`src/hdl/sram_fifo_pkg.sv`:
```
// sram_fifo_pkg
// shared constants and enumerations of the SRAM ring buffer FIFO
// widths, register map and read controller states
package sram_fifo_pkg;

    localparam int SRAM_ADDR_W = 20; // 1M halfwords max
    localparam int SRAM_DATA_W = 16;

    localparam int BUF_DEPTH = 16;  // input buffer, 32-bit words
    localparam int BUF_PTR_W = 4;

    // fill level in halfwords, one bit above the address
    localparam int SIZE_W = 21;

    // threshold reset values, in 1/256 of the SRAM depth
    localparam logic [7:0] ALMOST_FULL_DEFAULT  = 8'd242;
    localparam logic [7:0] ALMOST_EMPTY_DEFAULT = 8'd12;

    typedef enum logic [15:0] {
        REG_RESET  = 16'd0,
        REG_SIZE0  = 16'd1, // almost-full on write
        REG_SIZE1  = 16'd2, // almost-empty on write
        REG_SIZE2  = 16'd3,
        REG_ERRCNT = 16'd4
    } reg_addr_e;

    // encodings kept from the older controller
    typedef enum logic [1:0] {
        READ_WORD = 2'd0,
        READ_HOLD = 2'd2,
        READ_TRY  = 2'd3
    } read_state_e;

endpackage

```
`src/hdl/sram_read_fsm.sv`:
```
// sram_read_fsm
// fetches halfwords from the SRAM ahead of the USB reader and hands
// them out one byte at a time, low byte first
`timescale 1ns/100ps

module sram_read_fsm (
    input  logic                                 BUS_CLK,
    input  logic                                 local_rst,
    input  logic                                 empty,
    input  logic                                 usb_read,
    input  logic [sram_fifo_pkg::SRAM_DATA_W-1:0] sram_din,
    output logic                                 read_sram,
    output logic [7:0]                           usb_data,
    output logic                                 read_error_strobe,
    output logic                                 hold
);

    sram_fifo_pkg::read_state_e            state;
    sram_fifo_pkg::read_state_e            state_nxt;
    logic                                  usb_read_dly;
    logic                                  byte_sel;  // 1 = high byte shown
    logic [sram_fifo_pkg::SRAM_DATA_W-1:0] word_q;

    always_ff @(posedge BUS_CLK) begin
        if (local_rst)
            state <= sram_fifo_pkg::READ_TRY;
        else
            state <= state_nxt;
    end

    always_comb begin
        state_nxt = state;
        case (state)
            sram_fifo_pkg::READ_TRY:
                if (!empty)
                    state_nxt = sram_fifo_pkg::READ_WORD;
            sram_fifo_pkg::READ_WORD:
                state_nxt = empty ? sram_fifo_pkg::READ_TRY : sram_fifo_pkg::READ_HOLD;
            sram_fifo_pkg::READ_HOLD:
                // word fully consumed, fetch the next or go idle
                if (usb_read && byte_sel)
                    state_nxt = empty ? sram_fifo_pkg::READ_TRY : sram_fifo_pkg::READ_WORD;
            default:
                state_nxt = sram_fifo_pkg::READ_TRY;
        endcase
    end

    assign read_sram = (state == sram_fifo_pkg::READ_WORD);
    assign hold      = (state == sram_fifo_pkg::READ_HOLD);

    always_ff @(posedge BUS_CLK) begin
        if (local_rst) begin
            usb_read_dly <= 1'b0;
            byte_sel     <= 1'b0;
        end else begin
            usb_read_dly <= usb_read;
            if (read_sram)
                byte_sel <= 1'b0; // fresh word starts at the low byte
            else if (usb_read_dly)
                byte_sel <= !byte_sel;
        end
    end

    // SRAM drives io during the read cycle, sample at its end
    always_ff @(posedge BUS_CLK) begin
        if (read_sram)
            word_q <= sram_din;
    end

    assign usb_data = byte_sel ? word_q[15:8] : word_q[7:0];

    // a held word is still valid data even with the SRAM drained
    assign read_error_strobe = usb_read && empty && !hold;

endmodule

```
`config.mk`:
```
export PLATFORM = sky130hd
export DESIGN_NAME = sram_read_fsm
export DESIGN_NICKNAME = d
export VERILOG_FILES = /design/src/hdl/sram_fifo_pkg.sv /design/src/hdl/sram_read_fsm.sv
export SDC_FILE = /design/constraint.sdc
export NUM_CORES = 1
export LEC_CHECK = 0
export BUFFER_PORTS_ARGS = -buffer_cell sky130_fd_sc_hd__buf_2
export CORE_AREA = 3 3 44 46
export DETAILED_ROUTE_END_ITERATION = 8
export DIE_AREA = 0 0 47 49
export PLACE_DENSITY = 0.86
export SLEW_MARGIN = 10
export SYNTH_ARGS = -nofsm -noshare
export SYNTH_HDL_FRONTEND = slang
export SYNTH_SLANG_ARGS = --single-unit
```
`constraint.sdc`:
```
create_clock -name BUS_CLK -period 2.6 [get_ports BUS_CLK]
set_clock_uncertainty 0.15 [all_clocks]
set_input_delay 0.39 -clock BUS_CLK [delete_from_list [all_inputs] [get_ports BUS_CLK]]
set_output_delay 0.39 -clock BUS_CLK [all_outputs]
set_load 0.1 [all_outputs]
```
## After elaboration in Yosys (flattened, before gate mapping)

Index checks and enable logic that the tools add are counted.

- Register bits: 20
- Output and inout port bits: 11

- Reduce and logical (&&, ||, !) cells: 8
- Eq/ne operators: 4
- Mux-type cells: 6

Operators by type and width:

| kind | number |
|---|---|
| $mux 8 | 1 |
| $mux 2 | 3 |
| $pmux 2 s3 | 1 |
| $eq 2x2->1 const B | 2 |
| $logic_and 1x1->1 | 3 |
| $logic_not 1->1 | 2 |
| $logic_not 2->1 | 1 |
| $ne 2x1->1 const B | 1 |
| $ne 2x2->1 const B | 1 |
| $reduce_and 2->1 | 1 |
| $reduce_or 2->1 | 1 |
| $mux 1 | 1 |

## Logic depth before layout (Yosys ltp)

- Word-level depth: 3
- Mapped depth: 3
- Depth with buffers taken out: 2

## Least setup slack after synthesis

No wires, ideal clock.

- Path kind: reg-to-output
- Start: register state[1]
- End: output port read_error_strobe
- Stages on the path, launching flop included: 3
- Data arrival time: 2.711 ns
- Path slack: -0.651 ns
- Required time: 2.060 ns
- Cells stage by stage: dfxtp_1 nor2b_1 nor2_1

- Longest elaborated chain between the ends: 3

Ends and longest elaborated chain:

| what | RTL line | RTL |
|---|---|---|
| start: declaration | sram_read_fsm.sv:18 | `sram_fifo_pkg::read_state_e state;` |
| start signal: assignment | sram_read_fsm.sv:26 | `state <= sram_fifo_pkg::READ_TRY;` |
| start signal: assignment | sram_read_fsm.sv:28 | `state <= state_nxt;` |
| $eq 2x2->1 | sram_read_fsm.sv:49 | `assign hold = (state == sram_fifo_pkg::READ_HOLD);` |
| via hold | sram_read_fsm.sv:15 | `output logic hold` |
| $logic_not 1->1 | sram_read_fsm.sv:73 | `assign read_error_strobe = usb_read && empty && !hold;` |
| $logic_and 1x1->1 | sram_read_fsm.sv:73 |  |
| end: declaration | sram_read_fsm.sv:14 | `output logic read_error_strobe,` |

The timed path passes the listed nets, and every way through them passes these cells.

## Worst setup path after layout

- Start: register byte_sel
- End: output port usb_data[7]

- Longest elaborated chain between the ends: 1

Ends and longest elaborated chain:

| what | RTL line | RTL |
|---|---|---|
| start: declaration | sram_read_fsm.sv:21 | `logic byte_sel;` |
| start signal: assignment | sram_read_fsm.sv:60 | `byte_sel <= !byte_sel;` |
| $mux 8 | sram_read_fsm.sv:70 | `assign usb_data = byte_sel ? word_q[15:8] : word_q[7:0];` |
| end: declaration | sram_read_fsm.sv:13 | `output logic [7:0] usb_data,` |

No other way between the ends.

==> flow_metrics.tcl <==
set metrics [dict create \
    postCtsSetupRepairBufs 0 \
    setup_tns_ns 0 \
    drtIter0Drc 6 \
    powerDensity_nw_per_um2 672 \
    power_frac_seq 0.582 \
    n_antenna_cell 0 \
    grt_use_total 0.108 \
    chipHeight_um 49 \
    worstHoldPathType "in -> reg" \
    power_switching_uw 185 \
    synth_edf_count 16 \
    row_count 14 \
    wl_mm 1.20 \
    combPwrFrac 0.201 \
    coreArea_um2 1540 \
    grt_pass1_vias 432 \
    area_growth_pct 26.3 \
    intPower_uw 441 \
    post-route-drc-count 0 \
    dieArea_um2 2300 \
    cp_slowest_cell "dfxtp_1" \
    ctsHtreeMaxLevel 1 \
    avgSynthCellArea_um2 17.6 \
    critPathBufInv 1 \
    synth_top_area_frac 0.651 \
    outcome "finished, final reports clean" \
    switching_share 0.296 \
    critPathMaxStageDelay_ns 0.61 \
    yosys_warnings 0 \
    cp_top_family "flip-flops" \
    start_util 0.479 \
    syn-num-nets 62 \
    worstMarginPinSlew_ns 0.489 \
    cp.required_ns 2.06 \
    ir_drop_uv 356 \
    seq_area_frac_synth 0.759 \
    hold_ws_ns 0.116 \
    clkTransAtPathRegs_ns 0.10 \
    rsz0062_at_grt "no" \
    async_flop_share 0 \
    ys.flop_type "edfxtp_1" \
    path_cells "mux2_2 > buf_2" \
    final_area_um2 932 \
    synthTopCellsByArea "edfxtp_1 65%, mux2_2 12%, dfxtp_1 11%" \
    syn_inst 42 \
    nNetsFinal 97 \
    setup_viol 0 \
    relSlewSlack 0.676 \
    place_area_um2 910 \
    min_period_ns 2.11 \
    grt_first_pass_wirelength_mm 1.74 \
    finalMaxSlewViolations 0 \
    dp_hpwl_um 974 \
    cts_resized 0 \
    yosys_register_bits 20 \
    cts_buffers 3 \
    fmax_ghz 0.474 \
    overflow 0 \
    total_power_uw 626 \
    antenna_found_initial 0 \
    dr.pass1.iters 2 \
    via_count 456 \
    synth_top_cell_by_area "edfxtp_1" \
    critical_path_class "reg -> out" \
    path_max_fanout 10 \
    cts.sinks 20 \
    postRouteAntennaNets 0 \
    clock_insertion_delay_worst_skew_ns 0.29 \
    synth.most_common_cell "edfxtp_1" \
    p_clk_frac 0.216 \
    synth_cell_types 13 \
    end_kind "output port" \
    finalHoldViolCount 0 \
    cts_tree "done" \
    final_layout_size_suffix_gt1_frac 0.600 \
    cp-start-kind "flop" \
    ios 31 \
    hold_buffers 0 \
    die_x_um 47 \
    fill_cells 127 \
    worst_slack_ns 0.488 \
    grt_max_degree 18 \
    worstPathArrival_ns 1.57 \
    cts_buffer_depth 2 \
    port_buffers 30 \
    cap_violations 0 \
    synth_area_um2 738 \
    synth.top_cells.by_count "16 x edfxtp_1, 8 x mux2_2, 4 x dfxtp_1" \
    gp_congestion 0.660 \
    leakagePower_nw 0.382 \
    pre_cts_ws_ns 0.801 \
    viasPerCell 5.01 \
    min_period_over_period 0.812 \
    wl_per_cell_um 13.2 \
    clock-root-buffer "clkbuf_4" \
]
## registers in the layout, indices dropped and copies added, names as in the netlist
signal	flops
state	2
usb_read_dly	1
word_q	16
byte_sel	1
## kinds of logic after synthesis
group,count (synthesis),synth area share
muxes,8,0.122
and+or+nand+nor,8,0.0576
DFF,20,0.759
xor gates and xnor gates,1,0.0119
buffers and inverters,3,0.0254
AOI/OAI and AO/OA,2,0.0237
## through the flow
stage | std cells | util
global placement | 88 | 0.590
CTS | 91 | 0.605
detailed placement | 88 | 0.590
global route | 91 | 0.605
finish | 91 | 0.605
floorplan | 42 | -
## final timing paths
kind | slack, ns | end | start | cells after the start
setup / recovery | 0.49 | usb_data[7] | byte_sel | 2
hold / removal | 0.12 | word_q[4] | sram_din[4] | 1
hold reg to reg | 0.38 | byte_sel | usb_read_dly | 2
setup reg to reg | 1.14 | state[1] | byte_sel | 2
## routing by layer
layer / GRT usage / up-vias / routed length (um)
met3: 0.0443 / 2 / 126
met1: 0.0811 / 214 / 405
met4: 0.0553 / 0 / 19
li1: - / 222 / -
met5: 0 / - / 0
met2: 0.208 / 18 / 650
## power groups by stage
stage	sequential [mW]	combinational (mW)	clock [mW]
global placement	0.372	0.125	0
finish	0.365	0.126	0.135
detailed placement	0.373	0.127	0
CTS	0.365	0.128	0.140
floorplan	0.367	0.107	0
global route	0.367	0.132	0.153
## area by class of cell
class / count / area, um2 / share of cell area
Inverter: 2 / 7.51 / 0.00805
Multi-Input combinational cell: 19 / 164 / 0.176
Clock buffer: 3 / 22.5 / 0.0242
Tap cell: 16 / 20.0 / 0.0215
Timing Repair Buffer: 31 / 158 / 0.169
Sequential cell: 20 / 561 / 0.601
## placed cells by master (no fill, tap or decap), drive strengths merged
master   n
nor3     1
buf     31
edfxtp  16
nor2b    2
nand2    1
or4b     1
a21oi    1
o221ai   1
clkbuf   3
dfxtp    4
nor2     3
inv      2
xnor2    1
mux2     8
Note: power is estimated with default switching activity, not from simulation.
