<file path="src/hdl/sram_fifo_pkg.sv">
// sram_fifo_pkg
// shared constants and enumerations of the SRAM ring buffer FIFO
// widths, register map and read controller states
package sram_fifo_pkg;

    localparam int SRAM_ADDR_W = 20; // 1M halfwords max
    localparam int SRAM_DATA_W = 16;

    localparam int BUF_DEPTH = 16;  // input buffer, 32-bit words
    localparam int BUF_PTR_W = 4;

    // fill level in halfwords, one bit above the address
    localparam int SIZE_W = 21;

    // threshold reset values, in 1/256 of the SRAM depth
    localparam logic [7:0] ALMOST_FULL_DEFAULT  = 8'd242;
    localparam logic [7:0] ALMOST_EMPTY_DEFAULT = 8'd12;

    typedef enum logic [15:0] {
        REG_RESET  = 16'd0,
        REG_SIZE0  = 16'd1, // almost-full on write
        REG_SIZE1  = 16'd2, // almost-empty on write
        REG_SIZE2  = 16'd3,
        REG_ERRCNT = 16'd4
    } reg_addr_e;

    // encodings kept from the older controller
    typedef enum logic [1:0] {
        READ_WORD = 2'd0,
        READ_HOLD = 2'd2,
        READ_TRY  = 2'd3
    } read_state_e;

endpackage

</file>
<file path="src/hdl/sram_fifo_inbuf.sv">
// sram_fifo_inbuf
// small first-word-fall-through buffer for the 32-bit input stream,
// decouples the source from SRAM read cycles
`timescale 1ns/100ps

module sram_fifo_inbuf (
    input  logic        BUS_CLK,
    input  logic        local_rst,
    input  logic        wr_en,
    input  logic [31:0] din,
    input  logic        rd_en,
    output logic [31:0] dout,
    output logic        empty,
    output logic        full
);

    logic [31:0]                         mem [sram_fifo_pkg::BUF_DEPTH];
    logic [sram_fifo_pkg::BUF_PTR_W-1:0] wr_idx;
    logic [sram_fifo_pkg::BUF_PTR_W-1:0] rd_idx;
    logic [sram_fifo_pkg::BUF_PTR_W:0]   count;
    logic                                push;
    logic                                pop;

    assign push = wr_en && !full; // dropped when full
    assign pop  = rd_en && !empty;

    always_ff @(posedge BUS_CLK) begin
        if (push)
            mem[wr_idx] <= din;
    end

    always_ff @(posedge BUS_CLK) begin
        if (local_rst) begin
            wr_idx <= '0;
            rd_idx <= '0;
            count  <= '0;
        end else begin
            if (push)
                wr_idx <= wr_idx + 1'b1; // power of two, wraps by itself
            if (pop)
                rd_idx <= rd_idx + 1'b1;
            if (push && !pop)
                count <= count + 1'b1;
            else if (pop && !push)
                count <= count - 1'b1;
        end
    end

    // head word is visible without a read
    assign dout  = mem[rd_idx];
    assign empty = (count == '0);
    assign full  = (count == (sram_fifo_pkg::BUF_PTR_W + 1)'(sram_fifo_pkg::BUF_DEPTH));

endmodule

</file>
<file path="config.mk">
export PLATFORM = sky130hd
export DESIGN_NAME = sram_fifo_inbuf
export DESIGN_NICKNAME = d
export VERILOG_FILES = /design/src/hdl/sram_fifo_pkg.sv /design/src/hdl/sram_fifo_inbuf.sv
export SDC_FILE = /design/constraint.sdc
export NUM_CORES = 1
export LEC_CHECK = 0
export BUFFER_PORTS_ARGS = -buffer_cell sky130_fd_sc_hd__buf_2
export CORE_MARGIN = 3
export CORE_UTILIZATION = 50
export DETAILED_ROUTE_END_ITERATION = 12
export PLACE_DENSITY = 0.66
export SYNTH_ARGS = -nofsm -noshare
export SYNTH_HDL_FRONTEND = slang
export SYNTH_SLANG_ARGS = --single-unit
export TNS_END_PERCENT = 100
</file>
<file path="constraint.sdc">
create_clock -name BUS_CLK -period 4 [get_ports BUS_CLK]
set_input_delay 0 -clock BUS_CLK [delete_from_list [all_inputs] [get_ports BUS_CLK]]
set_output_delay 0 -clock BUS_CLK [all_outputs]
set_load 0.02 [all_outputs]
</file>
# Yosys cells after proc, flatten, opt, wreduce, memory -nomap -nowiden
# Memories as Yosys holds them, arrays and structs flattened. A register that Yosys moved wholly into a read port is not among the register bits.
# Index checks and enable logic that the tools add are counted.
dict set report op_classes {
  addsub 4
  eq_ne 1
  muxes 6
  reduce_logical 10
}
# op n
set ops {}
lappend ops {{$mux 5} 2}
lappend ops {{$add 4x1->4 const B} 2}
lappend ops {{$mux 4} 2}
lappend ops {{$add 5x1->5 const B} 1}
lappend ops {{$eq 5x5->1 const B} 1}
lappend ops {{$logic_not 5->1} 1}
lappend ops {{$sub 5x1->5 const B} 1}
lappend ops {{$logic_and 1x1->1} 4}
lappend ops {{$logic_not 1->1} 4}
lappend ops {{$mux 1} 2}
lappend ops {{$reduce_bool 2->1} 1}
dict set report word_totals {
  ff_bits 13
  ramBits 512
  input_bits 36
  output_inout_bits 34
  elab_cells 25
  memories 1
}
# memory words width rd rd_ports_with_merged_regs write_ports line_no
set memory_table {}
lappend memory_table {mem 16 32 1 1 1 sram_fifo_inbuf.sv:17} ;# logic [31:0] mem [sram_fifo_pkg::BUF_DEPTH];

# Logic depth before layout (Yosys ltp)
dict set report depth {
  depth_word 7
  depth_mapped 11
  depth_no_buf 9
}

# Worst setup path before layout
# OpenSTA, ideal clock, no wires.
dict set report synth_timing {
  path_type {reg-to-reg}
  start {reg count[0] (netlist name)}
  end {mem mem[0][0] (enable)}
  setup_time_ps 461
  t_arrival_ps 3212
  required_time_ps 3539
  setup_slack_ps 327
  path_stages_with_launch 7
  path_buffers 2
  synth_period_minus_slack_ps 3673
  cell_sequence {dfxtp_1 or4_1 buf_2 o21a_1 buf_6 nand2_1 nor3_1}
}
dict set report synth_via {
  elab_chain_cells 5
}
# element line_no
set synth_lines {}
lappend synth_lines {{start, declared} sram_fifo_inbuf.sv:20} ;# logic [sram_fifo_pkg::BUF_PTR_W:0] count;
lappend synth_lines {{start signal, assigned} sram_fifo_inbuf.sv:43} ;# count <= count + 1'b1;
lappend synth_lines {{start signal, assigned} sram_fifo_inbuf.sv:45} ;# count <= count - 1'b1;
lappend synth_lines {{$eq 5x5->1} sram_fifo_inbuf.sv:52} ;# assign full = (count == (sram_fifo_pkg::BUF_PTR_W + 1)'(sram_fifo_pkg::BUF_DEPTH));
lappend synth_lines {{$logic_not 1->1} sram_fifo_inbuf.sv:24} ;# assign push = wr_en && !full;
lappend synth_lines {{$logic_and 1x1->1} sram_fifo_inbuf.sv:24}
lappend synth_lines {{named net push} sram_fifo_inbuf.sv:21} ;# logic push;
lappend synth_lines {{$mux 1} sram_fifo_inbuf.sv:28} ;# if (push)
lappend synth_lines {{$mux 1 (not written as such)} sram_fifo_inbuf.sv:29} ;# mem[wr_idx] <= din;
lappend synth_lines {{end, declared} sram_fifo_inbuf.sv:17}
# The timed path passes the listed nets, and every way through them passes these cells.

# Worst setup path in the final report
dict set report layout_timing {
  start {reg count[0] (netlist name)}
  end {mem mem[0][19] (enable)}
}
dict set report layout_via {
  elab_chain_cells 5
}
# element line_no
set layout_lines {}
lappend layout_lines {{$eq 5x5->1} sram_fifo_inbuf.sv:52}
lappend layout_lines {{$logic_not 1->1} sram_fifo_inbuf.sv:24}
lappend layout_lines {{$logic_and 1x1->1} sram_fifo_inbuf.sv:24}
lappend layout_lines {{$mux 1} sram_fifo_inbuf.sv:28}
lappend layout_lines {{$mux 1 (not written as such)} sram_fifo_inbuf.sv:29}
# No other way between the ends.

==> summary.md <==
| Metric | Value |
|---|---|
| CP Class | flop to flop |
| Pwr dens | 605 nW/um^2 |
| Async set or reset register ratio after synthesis | 0% |
| CTS H-Tree Depth | 2 |
| # resized after CTS | 0 |
| Worst-path maximum fanout | 22 |
| Startpoint Class | flop |
| Gr usage total | 19.7% |
| Final net count | 1072 |
| Antenna violations before repair | 0 |
| Netlist cell types | 36 |
| Global route overflow | 0 |
| Clock latency on the worst-skew pair | 570 ps |
| First-pass GRT wire length | 61600 um |
| Fraction of layout cells with a size suffix above 1 | 29.6% |
| ANT cells | 0 |
| Total power | 14000 uW |
| Worst vdd ir | 0.544 mV |
| Status | completed |
| Relative slew slack | 21.1% |
| Final hold viol count | 0 |
| RSZ-0062 raised after global routing | false |
| Top_reg_cell synth | edfxtp_1 |
| ANT nets after route | 0 |
| CP Data Arrival Time | 3290 ps |
| Static Leak | 0.00736 uW |
| F_max | 326 MHz |
| Multi-input gate area | 4190 sq um |
| Vias per cell | 5.89 |
| Routed vias | 9326 |
| # setup viols final | 0 |
| CTS max path bufs | 3 |
| Critical path data required time | 4220 ps |
| # port buffers | 69 |
| Post-DP HPWL | 22900 um |
| Final Max Slew Viols | 0 |
| Largest net degree at the start of global routing | 65 |
| Die height | 206 um |
| Post-route cell area | 23100 sq um |
| Die area | 42400 sq um |
| Post-Place Setup Slack | 824 ps |
| Crit share post-route | 76.6% |
| Max Cap Violations | 0 |
| CTS clock-pin slew for the worst setup and hold paths | 60 ps |
| Hold Crit Class | input port to flop |
| Routed wire per std cell | 25.4 um |
| R2r setup slk | 930 ps |
| FP Rows | 72 |
| Area of the mapped netlist | 20000 sq um |
| Fillers | 2814 |
| TNS Setup | 0 ps |
| CTS root buf | clkbuf_16 |
| Sequential area share after synthesis | 78.6% |
| Syn. warnings | 0 |
| Syn-to-layout area delta | 15.5% |
| GP Congestion | 0.720 |
| Clock tree from TritonCTS | yes |
| Initial Utilization | 51.1% |
| DR iter-0 viols | 854 |
| Syn Nets | 940 |
| Cell Count, Final, Fillers Out | 1584 |
| DRT Wirelength | 40200 um |
| Clk_skew | 9.39 ps |
| Hold_buf cts | 36 |
| Cells after Synth | 894 |
| Placed insts | 1455 |
| Min Clock Period, post-route | 3070 ps |
| Die width | 206 um |
| Most common cell after layout, fill and taps aside | edfxtp_1 |
| Seq cells post-synth | 529 |
| Clock Sink Count | 529 |
| Most frequent cells in the layout | edfxtp_1, mux4_2, buf_2 |
| Core Region | 39100 sq um |
| CTS Buf Count | 51 |
| Setup bufs post-CTS | 0 |
| Vias in the first global route | 9864 |
| Post-place instance area | 21100 sq um |
| Drt drc | 0 |
| Slack of the critical path | 934 ps |
| EDFF count, synth | 512 |
| Io pins | 70 |
| Slew @ Worst Pin | 1180 ps |
| Pre-antenna DRT Iters | 7 |
| Syn avg cell area | 22.4 sq um |
| Area occupied by registers | 15700 sq um |
| CP endpoint kind | flop |
==> metrics by stage <==
step           hold WS (ps)  util (%)
5_1_grt                 359      59.1
3_5_place_dp            376      54.1
4_1_cts                 324      59.1
6_report                340      59.1
2_1_floorplan          98.9         -
3_3_place_gp            369      54.1
==> cells in the mapped netlist (2+ instances only) <==
library cell	number	area share, %
a21oi_1	3	0.075
a22oi_1	64	2.4
and3_1	2	0.063
buf_1	3	0.056
buf_2	13	0.33
clkbuf_1	32	0.60
dfxtp_1	17	1.7
edfxtp_1	512	77
ha_1	9	0.56
inv_1	4	0.075
mux2i_1	3	0.15
mux4_2	128	14
nand2_1	37	0.69
nand2b_1	2	0.063
nor2_1	32	0.60
nor2b_1	2	0.063
nor3_1	4	0.10
o211ai_1	3	0.11
xnor2_1	2	0.088
xor2_1	6	0.26
==> final cells by class <==
class | instances | share of cell area, %
clock buffers | 56 | 5.79
flip-flops and latches | 529 | 68.1
repair buffers | 129 | 4.00
well taps | 518 | 2.81
multi-input cells | 311 | 18.1
inverters | 4 | 0.0650
clock inverters | 37 | 1.16
==> metal layers <==
metal	routed length, um	part of all wire, %	vias up	track usage, %
met5	0	0	-	0
met4	808	2.0	0	5.41
met3	2020	5.0	57	2.87
met2	20100	50	261	32.3
met1	17300	43	4966	28.3
li1	-	-	4042	-
==> critical path: stages (launching register included) <==
cell and delay, ps:
dfxtp_1 400, or4_1 320, o21a_1 300, nand2_1 270, nor3_2 870, buf_4 500
==> final timing paths <==
kind,cells past startpoint,start,to
max,5,count[0],mem[0][19]
min,2,din[3],mem[10][3]
max reg2reg,5,count[0],mem[0][19]
min reg2reg,2,rd_idx[3],flop
==> state kept, by name (all words and copies together), names as in the netlist, named ones only <==
register,cells
count,5
mem,512
rd_idx,4
wr_idx,4
==> where the power goes <==
part | switching [uW] | internal [uW] | total, uW
Combinational | 1530 | 1400 | 2930
Sequential | 175 | 6290 | 6460
Clock | 1940 | 2650 | 4590
==> logic make-up after synthesis <==
kind of cell	Yosys count	share of synthesized area, %
buffers and inverters	54	1.15
multiplexers	132	14.6
flip-flops	529	78.6
adder cells (fa/ha/maj)	10	0.663
XOR/XNOR	8	0.350
AO/OA/AOI/OAI	76	2.84
AND/OR/NAND/NOR	85	1.79
Power figures use the tool's default switching activity.
