[src/hdl/sram_fifo_pkg.sv]
// sram_fifo_pkg
// shared constants and enumerations of the SRAM ring buffer FIFO
// widths, register map and read controller states
package sram_fifo_pkg;

    localparam int SRAM_ADDR_W = 20; // 1M halfwords max
    localparam int SRAM_DATA_W = 16;

    localparam int BUF_DEPTH = 16;  // input buffer, 32-bit words
    localparam int BUF_PTR_W = 4;

    // fill level in halfwords, one bit above the address
    localparam int SIZE_W = 21;

    // threshold reset values, in 1/256 of the SRAM depth
    localparam logic [7:0] ALMOST_FULL_DEFAULT  = 8'd242;
    localparam logic [7:0] ALMOST_EMPTY_DEFAULT = 8'd12;

    typedef enum logic [15:0] {
        REG_RESET  = 16'd0,
        REG_SIZE0  = 16'd1, // almost-full on write
        REG_SIZE1  = 16'd2, // almost-empty on write
        REG_SIZE2  = 16'd3,
        REG_ERRCNT = 16'd4
    } reg_addr_e;

    // encodings kept from the older controller
    typedef enum logic [1:0] {
        READ_WORD = 2'd0,
        READ_HOLD = 2'd2,
        READ_TRY  = 2'd3
    } read_state_e;

endpackage

[src/hdl/sram_ptr_counter.sv]
// sram_ptr_counter
// read and write pointers of the SRAM ring buffer, in halfwords
// empty/full from the pointers, full_reg computed one step ahead,
// registered fill size including a halfword held by the reader
`timescale 1ns/100ps

module sram_ptr_counter #(
    parameter int SRAM_DEPTH = 1 << sram_fifo_pkg::SRAM_ADDR_W
) (
    input  logic                                 BUS_CLK,
    input  logic                                 local_rst,
    input  logic                                 read_sram,
    input  logic                                 write_sram,
    output logic [sram_fifo_pkg::SRAM_ADDR_W-1:0] rd_ptr,
    output logic [sram_fifo_pkg::SRAM_ADDR_W-1:0] wr_ptr,
    output logic                                 empty,
    output logic                                 full,
    output logic                                 full_reg,
    input  logic                                 hold,
    output logic [sram_fifo_pkg::SIZE_W-1:0]      size
);

    logic [sram_fifo_pkg::SRAM_ADDR_W-1:0] next_rd;
    logic [sram_fifo_pkg::SRAM_ADDR_W-1:0] next_wr;
    logic                                  rd_adv;
    logic                                  wr_adv;

    // one slot kept free so full and empty differ
    function automatic logic is_full(
        input logic [sram_fifo_pkg::SRAM_ADDR_W-1:0] wr,
        input logic [sram_fifo_pkg::SRAM_ADDR_W-1:0] rd
    );
        logic [sram_fifo_pkg::SRAM_ADDR_W-1:0] last;
        last = sram_fifo_pkg::SRAM_ADDR_W'(SRAM_DEPTH - 1);
        if (wr == last)
            return (rd == '0);
        return (wr + 1'b1 == rd);
    endfunction

    assign next_rd = (rd_ptr == sram_fifo_pkg::SRAM_ADDR_W'(SRAM_DEPTH - 1)) ? '0
                   : rd_ptr + 1'b1;
    assign next_wr = (wr_ptr == sram_fifo_pkg::SRAM_ADDR_W'(SRAM_DEPTH - 1)) ? '0
                   : wr_ptr + 1'b1;

    assign empty  = (wr_ptr == rd_ptr);
    assign full   = is_full(wr_ptr, rd_ptr);
    assign rd_adv = read_sram && !empty;
    assign wr_adv = write_sram && !full;

    always_ff @(posedge BUS_CLK) begin
        if (local_rst) begin
            rd_ptr   <= '0;
            wr_ptr   <= '0;
            full_reg <= 1'b0;
        end else begin
            if (rd_adv)
                rd_ptr <= next_rd;
            if (wr_adv)
                wr_ptr <= next_wr;
            // reads and writes never share a cycle
            if (rd_adv)
                full_reg <= is_full(wr_ptr, next_rd);
            else if (wr_adv)
                full_reg <= is_full(next_wr, rd_ptr);
        end
    end

    always_ff @(posedge BUS_CLK) begin
        if (local_rst)
            size <= '0;
        else if (wr_ptr >= rd_ptr)
            size <= sram_fifo_pkg::SIZE_W'(wr_ptr - rd_ptr) + sram_fifo_pkg::SIZE_W'(hold);
        else
            size <= sram_fifo_pkg::SIZE_W'(wr_ptr) + sram_fifo_pkg::SIZE_W'(SRAM_DEPTH)
                  - sram_fifo_pkg::SIZE_W'(rd_ptr) + sram_fifo_pkg::SIZE_W'(hold);
    end

endmodule

[config.mk]
export PLATFORM = sky130hd
export DESIGN_NAME = sram_ptr_counter
export DESIGN_NICKNAME = d
export VERILOG_FILES = /design/src/hdl/sram_fifo_pkg.sv /design/src/hdl/sram_ptr_counter.sv
export SDC_FILE = /design/constraint.sdc
export NUM_CORES = 1
export LEC_CHECK = 0
export BUFFER_PORTS_ARGS = -buffer_cell sky130_fd_sc_hd__buf_2
export CAP_MARGIN = 15
export CORE_UTILIZATION = 59
export DETAILED_ROUTE_END_ITERATION = 10
export PLACE_DENSITY_LB_ADDON = 0.2
export SYNTH_ARGS = -nofsm -noshare
export SYNTH_HDL_FRONTEND = slang
export SYNTH_SLANG_ARGS = --single-unit
[constraint.sdc]
create_clock -name BUS_CLK -period 9.6 [get_ports BUS_CLK]
set_clock_uncertainty 0.1 [all_clocks]
set_input_delay 1.44 -clock BUS_CLK [delete_from_list [all_inputs] [get_ports BUS_CLK]]
set_output_delay 1.44 -clock BUS_CLK [all_outputs]
set_load 0.005 [all_outputs]
Word level (Yosys, flattened, before mapping)
Index checks and enable logic that the tools add are counted.
{ "classes": {"addsub": 8, "order_cmp": 1, "mux": 18, "reduce_logical": 7, "eq_ne": 7} }
{ "ops": {"columns": ["op", "n"], "rows": [
  ["$eq 20x20->1", 4],
  ["$add 20x1->20 const B", 3],
  ["$eq 20x20->1 const B", 3],
  ["$add 21x1->21", 2],
  ["$logic_not 20->1", 2],
  ["$mux 20", 2],
  ["$add 20x21->21 const B", 1],
  ["$mux 21", 1],
  ["$sub 20x20->21", 1],
  ["$sub 21x20->21", 1],
  ["$ge 20x20->1", 1],
  ["$mux 1", 15],
  ["$logic_and 1x1->1", 2],
  ["$logic_not 1->1", 2],
  ["$reduce_bool 2->1", 1]
]} }
{ "totals": {"in_bits": 5, "elab_cells": 45, "register_bits": 62} }

Logic depth before layout (Yosys ltp)
Gate-level depths: netlist (run 1).
{ "logic_depth": {"depth_word": 11, "ltp_mapped": 18, "mapped_depth_nobuf": 16} }

Least setup slack after synthesis (run 1)
OpenSTA, ideal clock, no wires.
{ "synth_path": {"kind": "input-to-reg", "startpoint": "input hold", "endpoint": "register size[18] (netlist name)", "setup_ps": 128, "arrival_ps": 4130, "path_stages": 16, "required_ps": 9372, "setup_slack_ps": 5242, "cell_sequence": "inv_1 ha_1 inv_1 ha_1 inv_1 fa_1 nand2b_1 a21oi_1 o21ai_0 a21o_1 a211o_1 a311oi_1 o21ai_0 a21boi_0 xnor2_1 nor2_1"} }
{ "synth_between": {"elab_chain_len": 2} }
{ "synth_lines": {"columns": ["element", "line_no", "text"], "rows": [
  ["start, declared", "sram_ptr_counter.sv:19", "input logic hold,"],
  ["$add 21x1->21, on equally long branches", "sram_ptr_counter.sv:75, sram_ptr_counter.sv:72", null],
  ["$mux 21 *", "sram_ptr_counter.sv:71", "else if (wr_ptr >= rd_ptr)"],
  ["end signal, assigned", "sram_ptr_counter.sv:72", "size <= sram_fifo_pkg::SIZE_W'(wr_ptr - rd_ptr) + sram_fifo_pkg::SIZE_W'(hold);"],
  ["end signal, assigned", "sram_ptr_counter.sv:74", "size <= sram_fifo_pkg::SIZE_W'(wr_ptr) + sram_fifo_pkg::SIZE_W'(SRAM_DEPTH)"],
  ["end, declared", "sram_ptr_counter.sv:20", "output logic [sram_fifo_pkg::SIZE_W-1:0] size"]
]} }
Mark *: on every way between the ends. The rest lies on a longest branch, timed or not.
A chain may end at the register's enable or synchronous reset.

Worst setup path in the final report (run 1)
{ "layout_path": {"startpoint": "register wr_ptr[0] (netlist name)", "endpoint": "output full"} }
{ "layout_between": {"elab_chain_len": 3} }
{ "layout_lines": {"columns": ["element", "line_no", "text"], "rows": [
  ["start, declared", "sram_ptr_counter.sv:15", "output logic [sram_fifo_pkg::SRAM_ADDR_W-1:0] wr_ptr,"],
  ["start signal, assigned", "sram_ptr_counter.sv:59", "wr_ptr <= next_wr;"],
  ["$add 20x1->20 / $eq 20x20->1 (equally long branches)", "sram_ptr_counter.sv:37, sram_ptr_counter.sv:35", null],
  ["$eq 20x20->1 / $mux 1 (equally long branches)", "sram_ptr_counter.sv:37, sram_ptr_counter.sv:35", null],
  ["$mux 1 *", "sram_ptr_counter.sv:37", "return (wr + 1'b1 == rd);"],
  ["end, declared", "sram_ptr_counter.sv:17", "output logic full,"]
]} }
Marks and branches as above.

==> results.ini, run 1 <==
[synthesis]
synth_ff_type = dfxtp_1
synth_edf_count = 0
synthesis.nets = 944
ys_async_sr_fraction_pct = 0
synth_area_sq_um = 6693
netlist_instances = 884
synth-seq-cells = 62
synth_area_per_cell_sq_um = 7.571
synth-seq-area-share_pct = 18.55
ys_types = 75
yosysWarnings = 0

[layout]
top_register = size
synthToLayoutAreaGrowth_pct = 8.899
antenna_cells = 0
final_cell_mix = nor2_1, xnor2_1, nand2_1, buf_2, dfxtp_1
fill_cells = 970
ff_latch_area_sq_um = 1241
top_regs = size (21), rd_ptr (20), wr_ptr (20)
final_common_cell = nor2_1
fin_cells = 1055
fin_area_sq_um = 7288
multi_input_area_sq_um = 4972
layout-drive-gt1-share_pct = 12.57
largest_register_ffs = 21
final_nets = 970

[routing]
drcViolationCount = 0
vias = 6942
vias_per_cell = 6.580
ant_nets = 0
drt_pass1_iterations = 6
wl_per_cell_microns = 22.10
drt-total-wl_microns = 23320
drt_iter0_markers = 715

[floorplanning]
die_h_microns = 108.5
initial_core_util_pct = 61.20
fp.coreArea_sq_um = 10940
rows = 38
die_x_microns = 108.5
io_pins = 69
dieArea_sq_um = 11770

[setup_path]
critPathKind = flip-flop to primary output
critical_path.max_fanout = 17
crit-reg2reg-capture = full_reg
reg2regPathDepth = 14
critPathCaptureType = primary output
critPathLaunchType = flip-flop
arrival_ns = 4.05
worstPathRequired_ns = 8.06
timing.rr.start = wr_ptr[0]
crit_end = full
cp-startpoint = wr_ptr[0]
r2r_setup_slack_ns = 4.79

[global_route]
grt_pass1_wl_microns = 35620
globalRouteTotalUtil_pct = 40.50
grt_overflow = 0
grt_pass1_vias = 6631
grt_max_degree = 63
antenna_found_initial = 0

[timing]
rsz0062_at_grt = no
setup_violations = 0
final.min_clock_period_ns = 5.587
setup_tns_ns = 0
tightest_slew_ns = 0.8281
period_share_pct = 58.20
report.final.slew_viol_count = 0
relSlewSlack_pct = 44.72
hold_violations = 0
fmax_mhz = 179.0

[job]
cap_violations = 0

[clock_network]
cts_hold_buf = 0
cts_root_buf = clkbuf_16
cts_resized = 0
clock_path_buffers = 2
insertion_delay_ns = 0.35
cts_inserted_buffers = 9
tritoncts = built
clkTransAtPathRegs_ns = 0.07
cts.sinks = 62
h-tree-depth = 3
postCtsSetupRepairBufs = 0

[place]
dp_hpwl_microns = 17560
dpl-instance-area_sq_um = 6988
place.gp.congestion = 0.9272
dp_cells = 1039
numPortBuffers = 68

[power_and_ir_drop]
powerDensity_nw_per_um2 = 177.7
vdd_drop_max_mv = 0.1514
cellLeakagePower_nw = 2.879

[run_status]
status = completed

[min_path]
hold_class = flip-flop to flip-flop

power breakdown:
part	switching [mW]	internal (mW)	leakage, nW
clock	0.139	0.201	0.138
sequential	0.0362	0.308	0.503
combinational	0.354	0.257	2.24
total	0.529	0.766	2.88
stage by stage:
stage / setup slack, ns / util, % / power [mW] / hold WS, ns
CTS: 4.088 / 66.65 / 1.282 / 0.5074
global placement: 4.573 / 63.90 / 0.9232 / 0.4872
finish: 4.013 / 66.65 / 1.295 / 0.5167
detailed placement: 4.459 / 63.90 / 0.9446 / 0.4959
floorplan: 5.242 / - / 0.7736 / 0.4486
global route: 3.790 / 66.65 / 1.371 / 0.5486
routing by layer:
metal / up-vias / global-route usage, % / wire, microns
li1: 3207 / - / -
met1: 3275 / 49.47 / 9339
met2: 388 / 65.60 / 10860
met3: 72 / 8.921 / 2115
met4: 0 / 22.78 / 1008
met5: - / 0 / 0
layout make-up:
class | instances | share of cell area [%]
inverters | 59 | 3.039
flip-flops and latches | 62 | 17.03
well taps | 140 | 2.403
clock buffers | 9 | 3.090
clock inverters | 7 | 1.030
multi-input cells | 705 | 68.22
repair buffers | 73 | 5.185
critical path, stage by stage, from the launching register on:
cell and delay [ns]:
dfxtp_1 0.68, ha_1 0.50, nand4_1 0.42, nor4_4 0.64, xor2_1 0.16, or4_1 0.53, or4_4 0.56, nand2_1 0.08
buf_2 0.12
cells by family after synthesis:
family          count (synthesis)  synth area share (%)
simple gates                  364                 29.35
mux                             7                 1.066
xor+xnor                      106                 15.42
flops                          62                 18.55
fa+ha+maj                      55                 11.40
compound gates                173                 17.05
buf+inv                       117                 7.160
synth_stat cells (all sizes together), types with 21 or more instances:
cell type / instances / area share [%]
clkbuf: 39 / 2.2
xor2: 21 / 2.7
nand4: 33 / 3.4
xnor2: 78 / 10
o21ai: 34 / 2.5
nor2: 94 / 5.3
nor3: 37 / 3.1
ha: 45 / 8.4
nand3: 35 / 2.9
nand2: 69 / 3.9
nor4: 27 / 3.4
dfxtp: 62 / 19
a21oi: 54 / 4.1
inv: 59 / 3.3
worst min path at each step:
stage,startpoint,to,slack (ns),depth (start not counted)
finish,rd_ptr[1],rd_ptr[1],0.52,2
global route,rd_ptr[4],rd_ptr[4],0.55,2
floorplan,rd_ptr[12],rd_ptr[12],0.45,2
CTS,rd_ptr[1],rd_ptr[1],0.51,2
global placement,rd_ptr[1],rd_ptr[1],0.49,2
detailed placement,rd_ptr[1],rd_ptr[1],0.50,2
No activity file was read; power rests on OpenSTA's default activity.
==> inputs of run 2 (changes only) <==
==> constraint.sdc (replaced) <==
create_clock -name BUS_CLK -period 5.4 [get_ports BUS_CLK]
set_clock_uncertainty 0.1 [all_clocks]
set_input_delay 0.81 -clock BUS_CLK [delete_from_list [all_inputs] [get_ports BUS_CLK]]
set_output_delay 0.81 -clock BUS_CLK [all_outputs]
set_load 0.005 [all_outputs]
==> run 2 against run 1 <==
Net effect: routed wire length is 1.5% lower; core utilization decreased by 0.19 points; combinational power up 80%; die area did not move; non-clock buffer count grew 3; clock-buffer cell count increased by 3; setup slack lost 3.5 ns; critical path depth is the same; register-to-register slack worse by 4.1 ns; power grew 73%; first-iteration DRC count shrank 5.9%; critical path type unchanged; highest routed layer unchanged.
==> results.ini, run 2 (same netlist as run 1, synthesis figures left out) <==
[power_and_ir_drop]
powerDensity_nw_per_um2 = 308.2
vdd_drop_max_mv = 0.2767
cellLeakagePower_nw = 2.886

[setup_path]
critical_path.max_fanout = 17
arrival_ns = 4.01
critPathLaunchType = flip-flop
r2r_setup_slack_ns = 0.70
critPathCaptureType = primary output
critPathKind = flip-flop to primary output
worstPathRequired_ns = 4.49

[layout]
fill_cells = 988
multi_input_area_sq_um = 4972
synthToLayoutAreaGrowth_pct = 8.581
top_regs = size (21), rd_ptr (20), wr_ptr (20)
layout-drive-gt1-share_pct = 12.45
fin_util_pct = 66.45
final_cell_mix = nor2_1, xnor2_1, nand2_1, buf_2, dfxtp_1
top_register = size
antenna_cells = 0
largest_register_ffs = 21
final_nets = 973
final_common_cell = nor2_1
ff_latch_area_sq_um = 1241

[routing]
wl_per_cell_microns = 21.76
drcViolationCount = 0
drt_pass1_iterations = 5
vias_per_cell = 6.656
drt-total-wl_microns = 22980
ant_nets = 0
drt_iter0_markers = 673
vias = 7029

[floorplanning]
die_x_microns = 108.5
io_pins = 69
fp.coreArea_sq_um = 10940
initial_core_util_pct = 61.20
rows = 38
dieArea_sq_um = 11770
die_h_microns = 108.5

[place]
dp_hpwl_microns = 17400
place.gp.congestion = 0.9574
numPortBuffers = 68

[timing]
setup_violations = 0
report.final.slew_viol_count = 0
tightest_slew_ns = 0.9143
hold_violations = 0
setup_tns_ns = 0
relSlewSlack_pct = 38.48
fmax_mhz = 203.1
period_share_pct = 91.19
final.min_clock_period_ns = 4.924
rsz0062_at_grt = no

[global_route]
grt_overflow = 0
grt_max_degree = 63
grt_pass1_vias = 6671
antenna_found_initial = 1
globalRouteTotalUtil_pct = 39.65
grt_pass1_wl_microns = 35050

[clock_network]
cts_root_buf = clkbuf_16
cts.sinks = 62
tritoncts = built
cts_hold_buf = 0
clkTransAtPathRegs_ns = 0.06
clock_path_buffers = 2
cts_resized = 0
insertion_delay_ns = 0.34
h-tree-depth = 3
postCtsSetupRepairBufs = 0
cts_inserted_buffers = 9

[run_status]
status = completed

[min_path]
hold_class = flip-flop to flip-flop

[job]
cap_violations = 0

==> run 2: cell types whose count changed in the layout (fill, tap and decap cells not counted), sizes merged <==
cell      change
clkbuf        +3
clkinv        -1
clkinvlp      -3
bufinv        -1
buf           +3
==> run 2: stage by stage <==
step                hold slack (ns)  total power, mW  std cells  instance area, sq um  setup WS (ns)
finish                       0.5197            2.240       1056                  7267         0.4759
global route                 0.5381            2.371       1056                  7267         0.2698
CTS                          0.5184            2.215       1056                  7267         0.5105
detailed placement           0.4992            1.679       1042                  7010         0.8026
floorplan                    0.4486            1.375        884                  6693          1.497
global placement             0.4923            1.645       1042                  7010         0.9496
==> run 2: routing by layer <==
layer	part of all wire, %	up-vias	track usage, %	wire length, microns
li1	-	3208	-	-
met1	40	3342	47.96	9131
met2	46	399	64.74	10550
met3	9.3	80	8.439	2129
met4	5.1	0	22.88	1173
met5	0	-	0	0
==> run 2: final cells by class <==
type,instances,area share [%]
inverter,59,3.048
multi-input combinational,705,68.42
sequential,62,17.08
tap,140,2.410
clock buffer,12,3.392
clock inverter,2,0.1377
timing repair buffer,76,5.510
==> run 2: final timing paths <==
check | from | cells past startpoint | end
max | wr_ptr[0] | 8 | full
min | rd_ptr[14] | 2 | rd_ptr[14]
max reg2reg | wr_ptr[0] | 10 | wr_ptr[0]
min reg2reg | rd_ptr[14] | 2 | rd_ptr[14]
==> run 2: power breakdown <==
group	leakage [nW]	internal (mW)	switching (mW)
clock	0.128	0.317	0.223
sequential	0.503	0.547	0.0520
combinational	2.25	0.462	0.638
==> run 2: critical path, stage by stage (launching register included) <==
cell and delay [ns]:
dfxtp_1 0.67, ha_1 0.52, nand4_1 0.37, nor4_4 0.64, xor2_1 0.18, or4_1 0.54
or4_4 0.56, nand2_1 0.08, buf_2 0.12
==> inputs of run 3 (changes only) <==
--- a/config.mk
+++ b/config.mk
@@ -7,7 +7,9 @@
 export LEC_CHECK = 0
 export BUFFER_PORTS_ARGS = -buffer_cell sky130_fd_sc_hd__buf_2
 export CAP_MARGIN = 15
-export CORE_UTILIZATION = 59
+export CELL_PAD_IN_SITES_DETAIL_PLACEMENT = 2
+export CELL_PAD_IN_SITES_GLOBAL_PLACEMENT = 2
+export CORE_UTILIZATION = 35
 export DETAILED_ROUTE_END_ITERATION = 10
 export PLACE_DENSITY_LB_ADDON = 0.2
 export SYNTH_ARGS = -nofsm -noshare
==> run 3 against run 2 <==
Net effect: clock-buffer cell count decreased by 2; flip-flop and latch count unchanged; critical path depth increased by 1; cell area increased by 3.1%; sequential power increased by 1%; global-route usage decreased by 9.3 points; critical path type unchanged.
==> results.ini, run 3 (same netlist as run 1, synthesis figures left out) <==
[global_route]
grt_pass1_vias = 7755
grt_pass1_wl_microns = 45170
grt_overflow = 0
globalRouteTotalUtil_pct = 30.38
grt_max_degree = 52
antenna_found_initial = 0

[setup_path]
critPathLaunchType = flip-flop
critPathKind = flip-flop to primary output
worstPathRequired_ns = 4.49
critical_path.max_fanout = 12
arrival_ns = 4.06
critPathCaptureType = primary output

[timing]
final.min_clock_period_ns = 4.970
report.final.slew_viol_count = 0
rsz0062_at_grt = no
hold_violations = 0
fmax_mhz = 201.2
relSlewSlack_pct = 31.21
setup_violations = 0
tightest_slew_ns = 1.032
setup_ws_ns = 0.4298
period_share_pct = 92.04
setup_tns_ns = 0

[clock_network]
cts_inserted_buffers = 9
h-tree-depth = 3
postCtsSetupRepairBufs = 0
tritoncts = built
cts.sinks = 62
cts_root_buf = clkbuf_16
clock_path_buffers = 2
cts_hold_buf = 0
cts_resized = 0
insertion_delay_ns = 0.36
clkTransAtPathRegs_ns = 0.07

[place]
dp_hpwl_microns = 23040
place_ws_ns = 0.6508
numPortBuffers = 68
place.gp.congestion = 0.9219

[layout]
top_regs = size (21), rd_ptr (20), wr_ptr (20)
largest_register_ffs = 21
fin_util_pct = 40.05
multi_input_area_sq_um = 4972
fill_cells = 2231
layout-drive-gt1-share_pct = 13.51
antenna_cells = 0
ff_latch_area_sq_um = 1241
final_nets = 980
final_cell_mix = nor2_1, xnor2_1, nand2_1, buf_2, dfxtp_1
synthToLayoutAreaGrowth_pct = 11.93
final_common_cell = nor2_1
top_register = size

[power_and_ir_drop]
powerDensity_nw_per_um2 = 321.4
comb_power_share_pct = 47.6
switching_share_pct = 42.57
p_sw_mw = 1.025
internal_power_mw = 1.383
total_power_mw = 2.408
vdd_drop_max_mv = 0.1795
cellLeakagePower_nw = 2.941
p_seq_share_pct = 25.2
p_clk_share_pct = 27.3

[floorplanning]
die_x_microns = 140.3
fp.coreArea_sq_um = 18710
dieArea_sq_um = 19680
rows = 50
io_pins = 69
die_h_microns = 140.3
initial_core_util_pct = 35.78

[routing]
vias = 7088
wl_per_cell_microns = 25.16
vias_per_cell = 6.116
drt_pass1_iterations = 5
drt_iter0_markers = 309
drcViolationCount = 0
ant_nets = 0
drt-total-wl_microns = 29160

[job]
cap_violations = 0

[run_status]
status = completed

[min_path]
hold_class = flip-flop to flip-flop

[run 3: per-stage QoR]
| stage | hold slack (ns) | instance area (sq um) | instances |
|---|---|---|---|
| after global routing | 0.5606 | 7491 | 1159 |
| final | 0.5277 | 7491 | 1159 |
| after detailed placement | 0.5151 | 7181 | 1143 |
| after floorplan | 0.4486 | 6693 | 884 |
| after global placement | 0.5037 | 7181 | 1143 |
| after CTS | 0.5249 | 7491 | 1159 |
[run 3: routing by layer]
layer	GRT usage (%)	wire, microns	up-vias
li1	-	-	3219
met4	14.52	1186	0
met5	0	0	-
met1	37.05	12500	3548
met2	53.08	14040	238
met3	3.556	1437	83
[run 3: final cells by class]
type,instances,share of cell area (%)
tap,234,3.908
clock buffer,10,3.190
sequential,62,16.57
multi-input combinational,705,66.38
inverter,59,2.956
timing repair buffer,83,6.046
clock inverter,6,0.9521
[run 3: path summary, 6_finish.rpt]
path | to | from | slack [ns] | depth (start not counted)
max | full | wr_ptr[1] | 0.43 | 9
min | rd_ptr[1] | rd_ptr[1] | 0.53 | 2
max reg2reg | full_reg | wr_ptr[1] | 0.61 | 15
min reg2reg | rd_ptr[1] | rd_ptr[1] | 0.53 | 2
[run 3: power groups by stage]
stage / combinational, mW / sequential, mW / clock [mW]
3_3_place_gp: 1.08 / 0.616 / 0
2_1_floorplan: 0.774 / 0.601 / 0
6_report: 1.15 / 0.606 / 0.656
3_5_place_dp: 1.14 / 0.617 / 0
5_1_grt: 1.26 / 0.616 / 0.672
4_1_cts: 1.15 / 0.608 / 0.653
[run 3: critical path, cell delays in order, from the launching register on]
cell and delay (ns):
dfxtp_1 0.68, ha_1 0.53, nand4_1 0.45, nor4_4 0.33, buf_4 0.25, xor2_1 0.13, or4_1 0.53, or4_4 0.58
nand2_1 0.09, buf_2 0.12
